**src/include/epu_cfg.svh**
```systemverilog
// EPU configuration
`ifndef EPU_CFG_SVH
`define EPU_CFG_SVH

// Datapath
`define EPU_DW            32
`define EPU_INSN_SHIFT    2
`define EPU_PC_W          (`EPU_DW - `EPU_INSN_SHIFT)
`define EPU_IMM_W         15

// Exception vectors
// Low EVECT bits replaced by the vector offset
`define EPU_VECT_W        12
`define EPU_VECT_SYSCALL  12'h100
`define EPU_VECT_EINSN    12'h200

// Identification registers
`define EPU_CPUID         32'h4e43_5055
`define EPU_COREID        32'h0000_0000

`endif

```
**src/verilog/epu_msr_pkg.sv**
```systemverilog
// MSR address map and field layout

package epu_msr_pkg;

   // Address split: bank in bits 12..9, offset in bits 8..0
   localparam int MSR_OFF_W  = 9;
   localparam int MSR_BANK_W = 4;

   typedef enum logic [MSR_BANK_W-1:0] {
      MSR_BANK_PS  = 4'd0,
      MSR_BANK_TSC = 4'd7
   } msr_bank_e;

   // One-hot offsets inside the PS bank
   typedef enum logic [MSR_OFF_W-1:0] {
      MSR_PSR    = 9'h001,
      MSR_CPUID  = 9'h002,
      MSR_EPSR   = 9'h004,
      MSR_EPC    = 9'h008,
      MSR_ELSA   = 9'h010,
      MSR_COREID = 9'h020,
      MSR_EVECT  = 9'h040
   } msr_ps_off_e;

   typedef enum logic [MSR_OFF_W-1:0] {
      MSR_TSR = 9'h001,
      MSR_TCR = 9'h002
   } msr_tsc_off_e;

   // Bit 0 is RM, bit 5 is DCE
   typedef struct packed {
      logic dce;
      logic ice;
      logic dmme;
      logic imme;
      logic ire;
      logic rm;
   } psr_t;

   localparam psr_t PSR_RESET = 6'b000001;

   // WMSR takes the PSR fields from write data bits 9..4
   localparam int PSR_WR_LSB = 4;

   typedef struct packed {
      logic psr;
      logic epsr;
      logic epc;
      logic elsa;
      logic evect;
      logic tsr;
      logic tcr;
   } msr_wsel_t;

   // TCR fields
   localparam int TCR_CNT_W  = 28;
   localparam int TCR_EN_BIT = 28;
   localparam int TCR_I_BIT  = 29;

endpackage

```
**src/verilog/epu_pipe_pkg.sv**
```systemverilog
// EPU operations and exception requests

package epu_pipe_pkg;

   typedef enum logic [2:0] {
      EPU_OP_NONE    = 3'd0,
      EPU_OP_RMSR    = 3'd1,
      EPU_OP_WMSR    = 3'd2,
      EPU_OP_SYSCALL = 3'd3,
      EPU_OP_EINSN   = 3'd4,
      EPU_OP_ERET    = 3'd5
   } epu_op_e;

   // At most one of these travels with an item
   typedef struct packed {
      logic syscall;
      logic einsn;
      logic eret;
   } exc_req_t;

endpackage

```
**src/verilog/epu_decode.sv**
```systemverilog
// EPU stage one decode
`timescale 1ns/1ps
`include "epu_cfg.svh"

module epu_decode
   import epu_msr_pkg::*, epu_pipe_pkg::*;
(
   input  logic                  ex_valid,
   input  epu_op_e               ex_op,
   input  logic [`EPU_DW-1:0]    ex_operand1,
   input  logic [`EPU_DW-1:0]    ex_operand2,
   input  logic [`EPU_IMM_W-1:0] ex_imm,
   input  logic                  exc_flush,
   input  psr_t                  msr_psr,
   input  psr_t                  msr_epsr,
   input  logic [`EPU_DW-1:0]    msr_epc,
   input  logic [`EPU_DW-1:0]    msr_elsa,
   input  logic [`EPU_DW-1:0]    msr_evect,
   input  logic [`EPU_DW-1:0]    tsr,
   input  logic [`EPU_DW-1:0]    tcr,
   output logic [`EPU_DW-1:0]    epu_dout,
   output logic                  epu_dout_valid,
   output msr_wsel_t             s1_wsel,
   output exc_req_t              s1_exc,
   output logic                  s1_flush_psr,
   output logic [`EPU_DW-1:0]    s1_wdat
);

   logic [`EPU_DW-1:0]     msr_addr;
   logic [MSR_BANK_W-1:0]  bank;
   logic [MSR_OFF_W-1:0]   off;
   logic                   bank_ps;
   logic                   bank_tsc;
   logic                   live;
   logic                   wmsr;
   logic [`EPU_DW-1:0]     dout_ps;
   logic [`EPU_DW-1:0]     dout_tsc;

   assign msr_addr = ex_operand1 | {{(`EPU_DW-`EPU_IMM_W){1'b0}}, ex_imm};
   assign bank     = msr_addr[MSR_OFF_W +: MSR_BANK_W];
   assign off      = msr_addr[MSR_OFF_W-1:0];
   assign bank_ps  = (bank == MSR_BANK_PS);
   assign bank_tsc = (bank == MSR_BANK_TSC);

   // Item is dropped when invalid or when stage two flushes
   assign live = ex_valid & ~exc_flush;
   assign wmsr = live & (ex_op == EPU_OP_WMSR);

   //////////////////////////////////////////////////
   // Read multiplexer
   //////////////////////////////////////////////////
   assign dout_ps =
      ({`EPU_DW{|(off & MSR_PSR)}}    & {{(`EPU_DW-$bits(psr_t)){1'b0}}, msr_psr}) |
      ({`EPU_DW{|(off & MSR_CPUID)}}  & `EPU_CPUID) |
      ({`EPU_DW{|(off & MSR_EPSR)}}   & {{(`EPU_DW-$bits(psr_t)){1'b0}}, msr_epsr}) |
      ({`EPU_DW{|(off & MSR_EPC)}}    & msr_epc) |
      ({`EPU_DW{|(off & MSR_ELSA)}}   & msr_elsa) |
      ({`EPU_DW{|(off & MSR_COREID)}} & `EPU_COREID) |
      ({`EPU_DW{|(off & MSR_EVECT)}}  & msr_evect);

   assign dout_tsc =
      ({`EPU_DW{|(off & MSR_TSR)}} & tsr) |
      ({`EPU_DW{|(off & MSR_TCR)}} & tcr);

   // Unmapped banks read as zero
   assign epu_dout = ({`EPU_DW{bank_ps}} & dout_ps) | ({`EPU_DW{bank_tsc}} & dout_tsc);
   assign epu_dout_valid = live & (ex_op == EPU_OP_RMSR);

   //////////////////////////////////////////////////
   // Commit record
   //////////////////////////////////////////////////
   assign s1_wsel.psr   = wmsr & bank_ps & |(off & MSR_PSR);
   assign s1_wsel.epsr  = wmsr & bank_ps & |(off & MSR_EPSR);
   assign s1_wsel.epc   = wmsr & bank_ps & |(off & MSR_EPC);
   assign s1_wsel.elsa  = wmsr & bank_ps & |(off & MSR_ELSA);
   assign s1_wsel.evect = wmsr & bank_ps & |(off & MSR_EVECT);
   assign s1_wsel.tsr   = wmsr & bank_tsc & |(off & MSR_TSR);
   assign s1_wsel.tcr   = wmsr & bank_tsc & |(off & MSR_TCR);

   assign s1_exc.syscall = live & (ex_op == EPU_OP_SYSCALL);
   assign s1_exc.einsn   = live & (ex_op == EPU_OP_EINSN);
   assign s1_exc.eret    = live & (ex_op == EPU_OP_ERET);

   // PSR change refetches from npc
   assign s1_flush_psr = s1_wsel.psr;
   assign s1_wdat      = ex_operand2;

endmodule

```
**src/verilog/epu_commit.sv**
```systemverilog
// EPU stage two commit
`timescale 1ns/1ps
`include "epu_cfg.svh"

module epu_commit
   import epu_msr_pkg::*, epu_pipe_pkg::*;
(
   input  logic                  clk,
   input  logic                  reset,
   input  logic                  p_ce,
   input  msr_wsel_t             s1_wsel,
   input  exc_req_t              s1_exc,
   input  logic                  s1_flush_psr,
   input  logic [`EPU_DW-1:0]    s1_wdat,
   input  logic [`EPU_PC_W-1:0]  ex_pc,
   input  logic [`EPU_PC_W-1:0]  ex_npc,
   input  logic [`EPU_DW-1:0]    msr_epc,
   input  logic [`EPU_DW-1:0]    msr_evect,
   output msr_wsel_t             commit_wsel,
   output logic [`EPU_DW-1:0]    commit_wdat,
   output logic                  psr_save,
   output logic                  psr_restore,
   output logic [`EPU_DW-1:0]    exc_epc,
   output logic [`EPU_DW-1:0]    exc_elsa,
   output logic                  exc_flush,
   output logic [`EPU_PC_W-1:0]  exc_flush_tgt
);

   localparam logic [`EPU_VECT_W-1:0] VECT_SYSCALL = `EPU_VECT_SYSCALL;
   localparam logic [`EPU_VECT_W-1:0] VECT_EINSN   = `EPU_VECT_EINSN;

   msr_wsel_t                        s2_wsel;
   exc_req_t                         s2_exc;
   logic                             s2_flush_psr;
   logic [`EPU_DW-1:0]               s2_wdat;
   logic [`EPU_PC_W-1:0]             s2_pc;
   logic [`EPU_PC_W-1:0]             s2_npc;
   msr_wsel_t                        s2_wsel_exc;
   logic [`EPU_DW-`EPU_VECT_W-1:0]   vect_hi;

   // Stage-two record, a bubble after reset
   always_ff @(posedge clk)
   begin
      if (reset)
      begin
         s2_wsel      <= '0;
         s2_exc       <= '0;
         s2_flush_psr <= 1'b0;
      end
      else if (p_ce)
      begin
         s2_wsel      <= s1_wsel;
         s2_exc       <= s1_exc;
         s2_flush_psr <= s1_flush_psr;
      end
   end

   always_ff @(posedge clk)
   begin
      if (p_ce)
      begin
         s2_wdat <= s1_wdat;
         s2_pc   <= ex_pc;
         s2_npc  <= ex_npc;
      end
   end

   // Illegal instruction also records its PC in ELSA
   always_comb
   begin
      s2_wsel_exc      = s2_wsel;
      s2_wsel_exc.elsa = s2_wsel.elsa | s2_exc.einsn;
   end

   assign commit_wsel = p_ce ? s2_wsel_exc : '0;
   assign commit_wdat = s2_wdat;

   assign psr_save    = p_ce & (s2_exc.syscall | s2_exc.einsn);
   assign psr_restore = p_ce & s2_exc.eret;

   // Syscall resumes after itself, EINSN retries
   assign exc_epc  = {(s2_exc.syscall ? s2_npc : s2_pc), {`EPU_INSN_SHIFT{1'b0}}};
   assign exc_elsa = {s2_pc, {`EPU_INSN_SHIFT{1'b0}}};

   //////////////////////////////////////////////////
   // Flush and target
   //////////////////////////////////////////////////
   assign exc_flush = p_ce & (s2_exc.syscall | s2_exc.einsn | s2_exc.eret | s2_flush_psr);

   assign vect_hi = msr_evect[`EPU_DW-1:`EPU_VECT_W];

   assign exc_flush_tgt =
      ({`EPU_PC_W{s2_exc.syscall}} &
         {vect_hi, VECT_SYSCALL[`EPU_VECT_W-1:`EPU_INSN_SHIFT]}) |
      ({`EPU_PC_W{s2_exc.einsn}} &
         {vect_hi, VECT_EINSN[`EPU_VECT_W-1:`EPU_INSN_SHIFT]}) |
      ({`EPU_PC_W{s2_exc.eret}} & msr_epc[`EPU_INSN_SHIFT +: `EPU_PC_W]) |
      ({`EPU_PC_W{s2_flush_psr}} & s2_npc);

endmodule

```
**src/verilog/epu_msr_file.sv**
```systemverilog
// Processor-state MSR bank
`timescale 1ns/1ps
`include "epu_cfg.svh"

module epu_msr_file
   import epu_msr_pkg::*;
(
   input  logic                clk,
   input  logic                reset,
   input  msr_wsel_t           commit_wsel,
   input  logic [`EPU_DW-1:0]  commit_wdat,
   input  logic                psr_save,
   input  logic                psr_restore,
   input  logic [`EPU_DW-1:0]  exc_epc,
   input  logic [`EPU_DW-1:0]  exc_elsa,
   output psr_t                msr_psr,
   output psr_t                msr_epsr,
   output logic [`EPU_DW-1:0]  msr_epc,
   output logic [`EPU_DW-1:0]  msr_elsa,
   output logic [`EPU_DW-1:0]  msr_evect
);

   psr_t psr_exc;

   // Entering an exception: kernel mode, interrupts off
   always_comb
   begin
      psr_exc     = msr_psr;
      psr_exc.rm  = 1'b1;
      psr_exc.ire = 1'b0;
   end

   //////////////////////////////////////////////////
   // PSR and EPSR
   //////////////////////////////////////////////////
   always_ff @(posedge clk)
   begin
      if (reset)
      begin
         msr_psr  <= PSR_RESET;
         msr_epsr <= '0;
      end
      else
      begin
         if (psr_save)
            msr_psr <= psr_exc;
         else if (psr_restore)
            msr_psr <= msr_epsr;
         else if (commit_wsel.psr)
            msr_psr <= psr_t'(commit_wdat[PSR_WR_LSB +: $bits(psr_t)]);

         if (psr_save)
            msr_epsr <= msr_psr;
         else if (commit_wsel.epsr)
            msr_epsr <= psr_t'(commit_wdat[$bits(psr_t)-1:0]);
      end
   end

   //////////////////////////////////////////////////
   // Exception address registers
   //////////////////////////////////////////////////
   always_ff @(posedge clk)
   begin
      if (reset)
      begin
         msr_epc   <= '0;
         msr_elsa  <= '0;
         msr_evect <= '0;
      end
      else
      begin
         if (psr_save)
            msr_epc <= exc_epc;
         else if (commit_wsel.epc)
            msr_epc <= commit_wdat;

         // ELSA select comes with an EINSN save as well as with WMSR
         if (commit_wsel.elsa)
            msr_elsa <= psr_save ? exc_elsa : commit_wdat;

         if (commit_wsel.evect)
            msr_evect <= commit_wdat;
      end
   end

endmodule

```
**src/verilog/epu_tsc.sv**
```systemverilog
// Timestamp counter
`timescale 1ns/1ps
`include "epu_cfg.svh"

module epu_tsc
   import epu_msr_pkg::*;
(
   input  logic                clk,
   input  logic                reset,
   input  msr_wsel_t           commit_wsel,
   input  logic [`EPU_DW-1:0]  commit_wdat,
   output logic [`EPU_DW-1:0]  tsr,
   output logic [`EPU_DW-1:0]  tcr,
   output logic                tsc_irq
);

   logic tcr_en;
   logic tcr_i;
   logic match;

   assign tcr_en = tcr[TCR_EN_BIT];
   assign tcr_i  = tcr[TCR_I_BIT];
   assign match  = (tsr == {{(`EPU_DW-TCR_CNT_W){1'b0}}, tcr[TCR_CNT_W-1:0]});

   always_ff @(posedge clk)
   begin
      if (reset)
      begin
         tsr     <= '0;
         tcr     <= '0;
         tsc_irq <= 1'b0;
      end
      else
      begin
         if (commit_wsel.tsr)
            tsr <= commit_wdat;
         else if (tcr_en)
            tsr <= tsr + 1'b1;

         if (commit_wsel.tcr)
            tcr <= commit_wdat;

         // Sticky until software rewrites TCR
         if (commit_wsel.tcr)
            tsc_irq <= 1'b0;
         else if (tcr_en & tcr_i & match)
            tsc_irq <= 1'b1;
      end
   end

endmodule

```
**src/verilog/epu_top.sv**
```systemverilog
// Exception processing unit top
`timescale 1ns/1ps
`include "epu_cfg.svh"

module epu_top
   import epu_msr_pkg::*, epu_pipe_pkg::*;
(
   input  logic                  clk,
   input  logic                  reset,
   input  logic                  p_ce,
   input  logic                  ex_valid,
   input  epu_op_e               ex_op,
   input  logic [`EPU_DW-1:0]    ex_operand1,
   input  logic [`EPU_DW-1:0]    ex_operand2,
   input  logic [`EPU_IMM_W-1:0] ex_imm,
   input  logic [`EPU_PC_W-1:0]  ex_pc,
   input  logic [`EPU_PC_W-1:0]  ex_npc,
   output logic [`EPU_DW-1:0]    epu_dout,
   output logic                  epu_dout_valid,
   output logic                  exc_flush,
   output logic [`EPU_PC_W-1:0]  exc_flush_tgt,
   output logic                  tsc_irq
);

   msr_wsel_t           s1_wsel;
   exc_req_t            s1_exc;
   logic                s1_flush_psr;
   logic [`EPU_DW-1:0]  s1_wdat;
   msr_wsel_t           commit_wsel;
   logic [`EPU_DW-1:0]  commit_wdat;
   logic                psr_save;
   logic                psr_restore;
   logic [`EPU_DW-1:0]  exc_epc;
   logic [`EPU_DW-1:0]  exc_elsa;
   psr_t                msr_psr;
   psr_t                msr_epsr;
   logic [`EPU_DW-1:0]  msr_epc;
   logic [`EPU_DW-1:0]  msr_elsa;
   logic [`EPU_DW-1:0]  msr_evect;
   logic [`EPU_DW-1:0]  tsr;
   logic [`EPU_DW-1:0]  tcr;

   epu_decode u_decode (
      .ex_valid, .ex_op, .ex_operand1, .ex_operand2, .ex_imm,
      .exc_flush,
      .msr_psr, .msr_epsr, .msr_epc, .msr_elsa, .msr_evect,
      .tsr, .tcr,
      .epu_dout, .epu_dout_valid,
      .s1_wsel, .s1_exc, .s1_flush_psr, .s1_wdat
   );

   epu_commit u_commit (
      .clk, .reset, .p_ce,
      .s1_wsel, .s1_exc, .s1_flush_psr, .s1_wdat,
      .ex_pc, .ex_npc, .msr_epc, .msr_evect,
      .commit_wsel, .commit_wdat, .psr_save, .psr_restore,
      .exc_epc, .exc_elsa, .exc_flush, .exc_flush_tgt
   );

   epu_msr_file u_msr_file (
      .clk, .reset, .commit_wsel, .commit_wdat,
      .psr_save, .psr_restore, .exc_epc, .exc_elsa,
      .msr_psr, .msr_epsr, .msr_epc, .msr_elsa, .msr_evect
   );

   epu_tsc u_tsc (
      .clk, .reset, .commit_wsel, .commit_wdat,
      .tsr, .tcr, .tsc_irq
   );

endmodule

```
**config.mk**
```make
export PLATFORM = sky130hd
export DESIGN_NAME = epu_top
export DESIGN_NICKNAME = d
export VERILOG_FILES = /design/src/verilog/epu_msr_pkg.sv /design/src/verilog/epu_pipe_pkg.sv /design/src/verilog/epu_decode.sv /design/src/verilog/epu_commit.sv /design/src/verilog/epu_msr_file.sv /design/src/verilog/epu_tsc.sv /design/src/verilog/epu_top.sv
export VERILOG_INCLUDE_DIRS = /design/src /design/src/include
export SDC_FILE = /design/constraint.sdc
export NUM_CORES = 1
export LEC_CHECK = 0
export BUFFER_PORTS_ARGS = -buffer_cell sky130_fd_sc_hd__buf_2
export CAP_MARGIN = 30
export CORE_MARGIN = 4
export CORE_UTILIZATION = 56
export CTS_CLUSTER_SIZE = 12
export DETAILED_ROUTE_END_ITERATION = 7
export PLACE_DENSITY = 0.88
export RECOVER_POWER = 100
export SETUP_SLACK_MARGIN = 0.3
export SLEW_MARGIN = 20
export SYNTH_ARGS = -nofsm -noshare
export SYNTH_HDL_FRONTEND = slang
export SYNTH_SLANG_ARGS = --single-unit
```
**constraint.sdc**
```tcl
create_clock -name clk -period 4.2 [get_ports clk]
set_input_delay 0.63 -clock clk [delete_from_list [all_inputs] [get_ports clk]]
set_output_delay 0.63 -clock clk [all_outputs]
set_load 0.05 [all_outputs]
```
==> results list <==
- Capturing point of the worst reg2reg path: u_msr_file.msr_elsa[16]
- Leak Pwr: 4.99 nW
- The detail route stage leaves a number of antenna-violating nets equal to 0.
- Pre-antenna DRT Iters: 7
- In this run the horizontal extent of the chip is 158 µm.
* Final critical-path share of the clock period: 0.908
- The slowest stage of the critical path belongs to the cell sky130_fd_sc_hd__or2_1.
* Class of the tightest hold or removal check: in2reg
* Buffer depth of the longest clock path: 3
* Crit path time final: 3.81 ns
- Status: finished, violations left
* Total die area: 0.0251 mm²
* Violations in the final reports: max-capacitance violations, max-slew violations
- The largest single stage delay on the critical path is 1.09 ns.
- The congestion estimate from routability-driven global placement came to 0.923.
- Of all nets on the critical path, the largest fanout is 32.
* Category of cells accounting for the largest share of critical-path delay: simple AND/OR/NAND/NOR gates
- Tot GR Track Use: 0.300
* Worst Setup EP: epu_dout[28]
* Share of synthesized area occupied by flip-flops and latches: 0.507
- The synthesized design contains 92 enable-type register cells.
- Number of cells on the worst reg-to-reg path: 4
* Antenna Cells: 0
- Each instance of the synthesized netlist takes up on average 9.22 µm².
- Count of standard-cell rows: 54
* CTS root buf: sky130_fd_sc_hd__clkbuf_16
- Counting buffers and inverters, the worst setup path is 5 cells deep.
- In this run the number of H-tree levels came out at 1.
* Worst-margin pin slew: 1.92 ns
* Setup CP Type: in2out
- The max-slew violation count is 196.
- Yosys mapped the design onto 55 distinct sky130hd cell types.
- Measured along the y axis, the die boundary spans 158 µm.
* Input/output buffers: 183
* FF+latch count, synth: 275
- Synth Instances: 1374
* Count of vias placed by the detailed router: 11800
* Launching instance or port of the critical path: ex_operand1[4]
- Setup repair after global routing left no endpoint under its margin.
- Once the clock tree was built, the setup fixing pass inserted 0 buffers.
- Setup-violating endpoint count in the final report: 0
- Worst-Skew Late Latency: 0.55 ns
- Setup slack after layout: 0.388 ns
* Primary FF master, synth: sky130_fd_sc_hd__dfxtp_1
* Number of antenna violations at the first check in global routing: 0
- Final routed wirelength across all metal layers: 39200 µm
* Pin count of the biggest net entering global routing: 96
- Fmax: 262 MHz
- Critical path launch point type: primary input
* Maximum VDD drop: 0.000356 V
* Async set or reset register ratio after synthesis: 0
- The region available for standard cell placement spans 0.0220 mm².
- For this run, the share of the core covered by cells in the final layout is 0.652.
- The number of global-route vias before repair was 10900.
- Register cell area after layout: 0.00643 mm²
- For this design the top-level I/O count stands at 211.
- Routed vias/inst: 6.60
- Summed over all failing endpoints, the final setup total negative slack is 0 ns.
- DR DRC count: 0
- Footprint of the multi-input gates: 0.00558 mm²
- Post-CTS repair changed the size of 0 cells.
- For the worst setup path, the data required time is 3.57 ns.
- Hold repair after CTS inserted 0 buffers.
* CTS sink cnt: 275
- Starting density of the core: 0.575
* Max cap viols: 4
* Register-to-register setup slack: 0.64 ns
- After clock tree synthesis, the clock-pin slew on the worst setup and hold paths is 0.06 ns.
* Crit path buffers/inverters: 2
- Starting DRC count in detailed routing: 1905
- Net count after synthesis: 1521
* Nets: 1627
- Worst Path Arrival: 3.18 ns
- Summing all placed instances gives a cell area of 0.0135 mm².
- The worst setup path is captured at a primary output.
- Final setup skew: 0.0119 ns
- Synth warn: 0
- The HPWL after detailed placement is 25300 µm.
- From synthesis to final layout, the design area changed by 13.3%.
- The critical path goes through buf_2, or2_1, a222oi_1, o22ai_1, clkbuf_1.
* Total overflow reported by the global router: 0
- Number of filler cells placed in the layout: 1756
- The hold violation count in the final report came to 0.
* Netlist area before placement: 0.0127 mm²
- OpenSTA, run right after detailed placement, puts the worst setup slack at 1.03 ns.
- In this run the critical register-to-register path is launched from u_commit.s2_exc[2].
- Pwr Total: 5.62 mW
- TritonCTS built the clock tree.
- In this run the tightest slew margin relative to its limit is -0.283.
- The number of clock buffers added by TritonCTS is 29.
- Wire length of the first global-routing pass: 59700 µm
- Power spread over the standard cell area amounts to 391 mW/mm².
- Design Area, Final: 0.0144 mm²
* Ratio of cells with drive above 1 in the final layout: 0.128
- After detailed routing, the average wire length per cell comes to 22.0 µm.
==> kinds of logic after synthesis <==
family / synth area share
AOI/OAI and AO/OA: 0.216
xor gates and xnor gates: 0.0387
adders and majority gates: 0.000987
buffers and inverters: 0.0515
DFF: 0.507
muxes: 0.00237
and+or+nand+nor: 0.183
==> placed cells by master, fill, tap and decap left out, types with 31 or more instances in the layout <==
cell,n
sky130_fd_sc_hd__o22ai_1,31
sky130_fd_sc_hd__a222oi_1,39
sky130_fd_sc_hd__nor2_1,89
sky130_fd_sc_hd__dfxtp_1,182
sky130_fd_sc_hd__edfxtp_1,92
sky130_fd_sc_hd__nand3_1,52
sky130_fd_sc_hd__a311oi_1,63
sky130_fd_sc_hd__nand2_1,245
sky130_fd_sc_hd__a211oi_1,76
sky130_fd_sc_hd__buf_2,124
sky130_fd_sc_hd__clkbuf_1,76
sky130_fd_sc_hd__nor2b_1,31
sky130_fd_sc_hd__a21oi_1,79
sky130_fd_sc_hd__a22oi_1,38
==> worst min path at each step <==
stage / start / end / slack (ns) / depth (start not counted)
2_1_floorplan: u_msr_file.msr_evect[10] / u_msr_file.msr_evect[10] / 0.44 / 2
3_3_place_gp: u_msr_file.msr_evect[8] / u_msr_file.msr_evect[8] / 0.44 / 2
3_5_place_dp: u_msr_file.msr_evect[5] / u_msr_file.msr_evect[5] / 0.45 / 2
4_1_cts: ex_pc[25] / u_commit.s2_pc[25] / 0.24 / 1
5_1_grt: ex_pc[2] / u_commit.s2_pc[2] / 0.23 / 1
6_report: ex_pc[17] / u_commit.s2_pc[17] / 0.25 / 1
==> synthesized netlist by cell type, types with 2 or more instances <==
cell type / instances / share of area
sky130_fd_sc_hd__o21ai_0: 15 / 0.0059
sky130_fd_sc_hd__a211oi_1: 76 / 0.045
sky130_fd_sc_hd__a311oi_1: 63 / 0.044
sky130_fd_sc_hd__xnor2_1: 27 / 0.019
sky130_fd_sc_hd__nand2b_1: 5 / 0.0025
sky130_fd_sc_hd__buf_1: 14 / 0.0041
sky130_fd_sc_hd__nor2b_1: 31 / 0.015
sky130_fd_sc_hd__a221o_1: 2 / 0.0016
sky130_fd_sc_hd__nand2_1: 245 / 0.073
sky130_fd_sc_hd__edfxtp_1: 92 / 0.22
sky130_fd_sc_hd__and4_1: 5 / 0.0035
sky130_fd_sc_hd__clkbuf_8: 2 / 0.0022
sky130_fd_sc_hd__or2_2: 7 / 0.0035
sky130_fd_sc_hd__a221oi_1: 3 / 0.0021
sky130_fd_sc_hd__and3_1: 3 / 0.0015
sky130_fd_sc_hd__o21a_1: 2 / 0.0012
sky130_fd_sc_hd__mux2i_1: 3 / 0.0024
sky130_fd_sc_hd__dfxtp_1: 183 / 0.29
sky130_fd_sc_hd__a21oi_1: 79 / 0.031
sky130_fd_sc_hd__inv_1: 24 / 0.0071
sky130_fd_sc_hd__clkbuf_1: 105 / 0.031
sky130_fd_sc_hd__a21o_1: 3 / 0.0018
sky130_fd_sc_hd__buf_4: 3 / 0.0018
sky130_fd_sc_hd__xor2_1: 29 / 0.020
sky130_fd_sc_hd__a222oi_1: 39 / 0.031
sky130_fd_sc_hd__nor4_1: 10 / 0.0049
sky130_fd_sc_hd__o22ai_1: 31 / 0.015
sky130_fd_sc_hd__nand3b_1: 2 / 0.0012
sky130_fd_sc_hd__a22o_1: 18 / 0.012
sky130_fd_sc_hd__o21ai_1: 3 / 0.0012
sky130_fd_sc_hd__a22oi_1: 38 / 0.023
sky130_fd_sc_hd__and2_1: 12 / 0.0059
sky130_fd_sc_hd__nor3b_1: 2 / 0.0012
sky130_fd_sc_hd__nor2_1: 89 / 0.026
sky130_fd_sc_hd__nor3_1: 20 / 0.0079
sky130_fd_sc_hd__buf_6: 2 / 0.0018
sky130_fd_sc_hd__or4_1: 2 / 0.0012
sky130_fd_sc_hd__buf_2: 2 / 0.00079
sky130_fd_sc_hd__nand3_1: 52 / 0.021
sky130_fd_sc_hd__or3_1: 2 / 0.00099
sky130_fd_sc_hd__nand4_1: 15 / 0.0074
==> routing by layer <==
| metal | global-route usage | vias up | part of all wire |
|---|---|---|---|
| met4 | 0.103 | 0 | 0.032 |
| met2 | 0.451 | 824 | 0.45 |
| met5 | 0 | - | 0 |
| met1 | 0.437 | 5546 | 0.39 |
| li1 | - | 5293 | - |
| met3 | 0.0549 | 101 | 0.12 |
==> area by class of cell <==
| type | instances | area share |
|---|---|---|
| inverter | 24 | 0.00627 |
| multi-input combinational | 943 | 0.388 |
| sequential | 275 | 0.447 |
| timing repair buffer | 207 | 0.0726 |
| tap | 280 | 0.0244 |
| clock inverter | 10 | 0.00523 |
| clock buffer | 43 | 0.0556 |
==> flip-flops by register name (all words and copies together) (netlist names) <==
| signal | flops |
|---|---|
| u_commit.commit_wdat | 32 |
| u_commit.s2_npc | 30 |
| u_commit.s2_pc | 30 |
| u_tsc.tcr | 32 |
| u_msr_file.msr_psr | 6 |
| u_msr_file.msr_epsr | 6 |
| u_commit.s2_wsel | 6 |
| u_msr_file.msr_evect | 32 |
| u_msr_file.msr_elsa | 32 |
| u_msr_file.msr_epc | 32 |
| u_commit.s2_flush_psr | 1 |
| u_tsc.tsr | 32 |
| u_commit.s2_exc | 3 |
| u_tsc.tsc_irq | 1 |
==> where the power goes <==
| part | switching, mW | total [mW] | internal [mW] |
|---|---|---|---|
| logic | 0.174 | 0.271 | 0.0974 |
| clock network | 1.03 | 2.40 | 1.37 |
| registers | 0.103 | 2.95 | 2.84 |
| total | 1.31 | 5.62 | 4.31 |
==> per-stage QoR <==
| step | std cells | hold slack, ns |
|---|---|---|
| after CTS | 1778 | 0.235 |
| after detailed placement | 1725 | 0.446 |
| after floorplan | 1374 | 0.436 |
| after global routing | 1782 | 0.230 |
| final | 1782 | 0.246 |
| after global placement | 1725 | 0.442 |
Note: power is estimated with default switching activity, not from simulation.
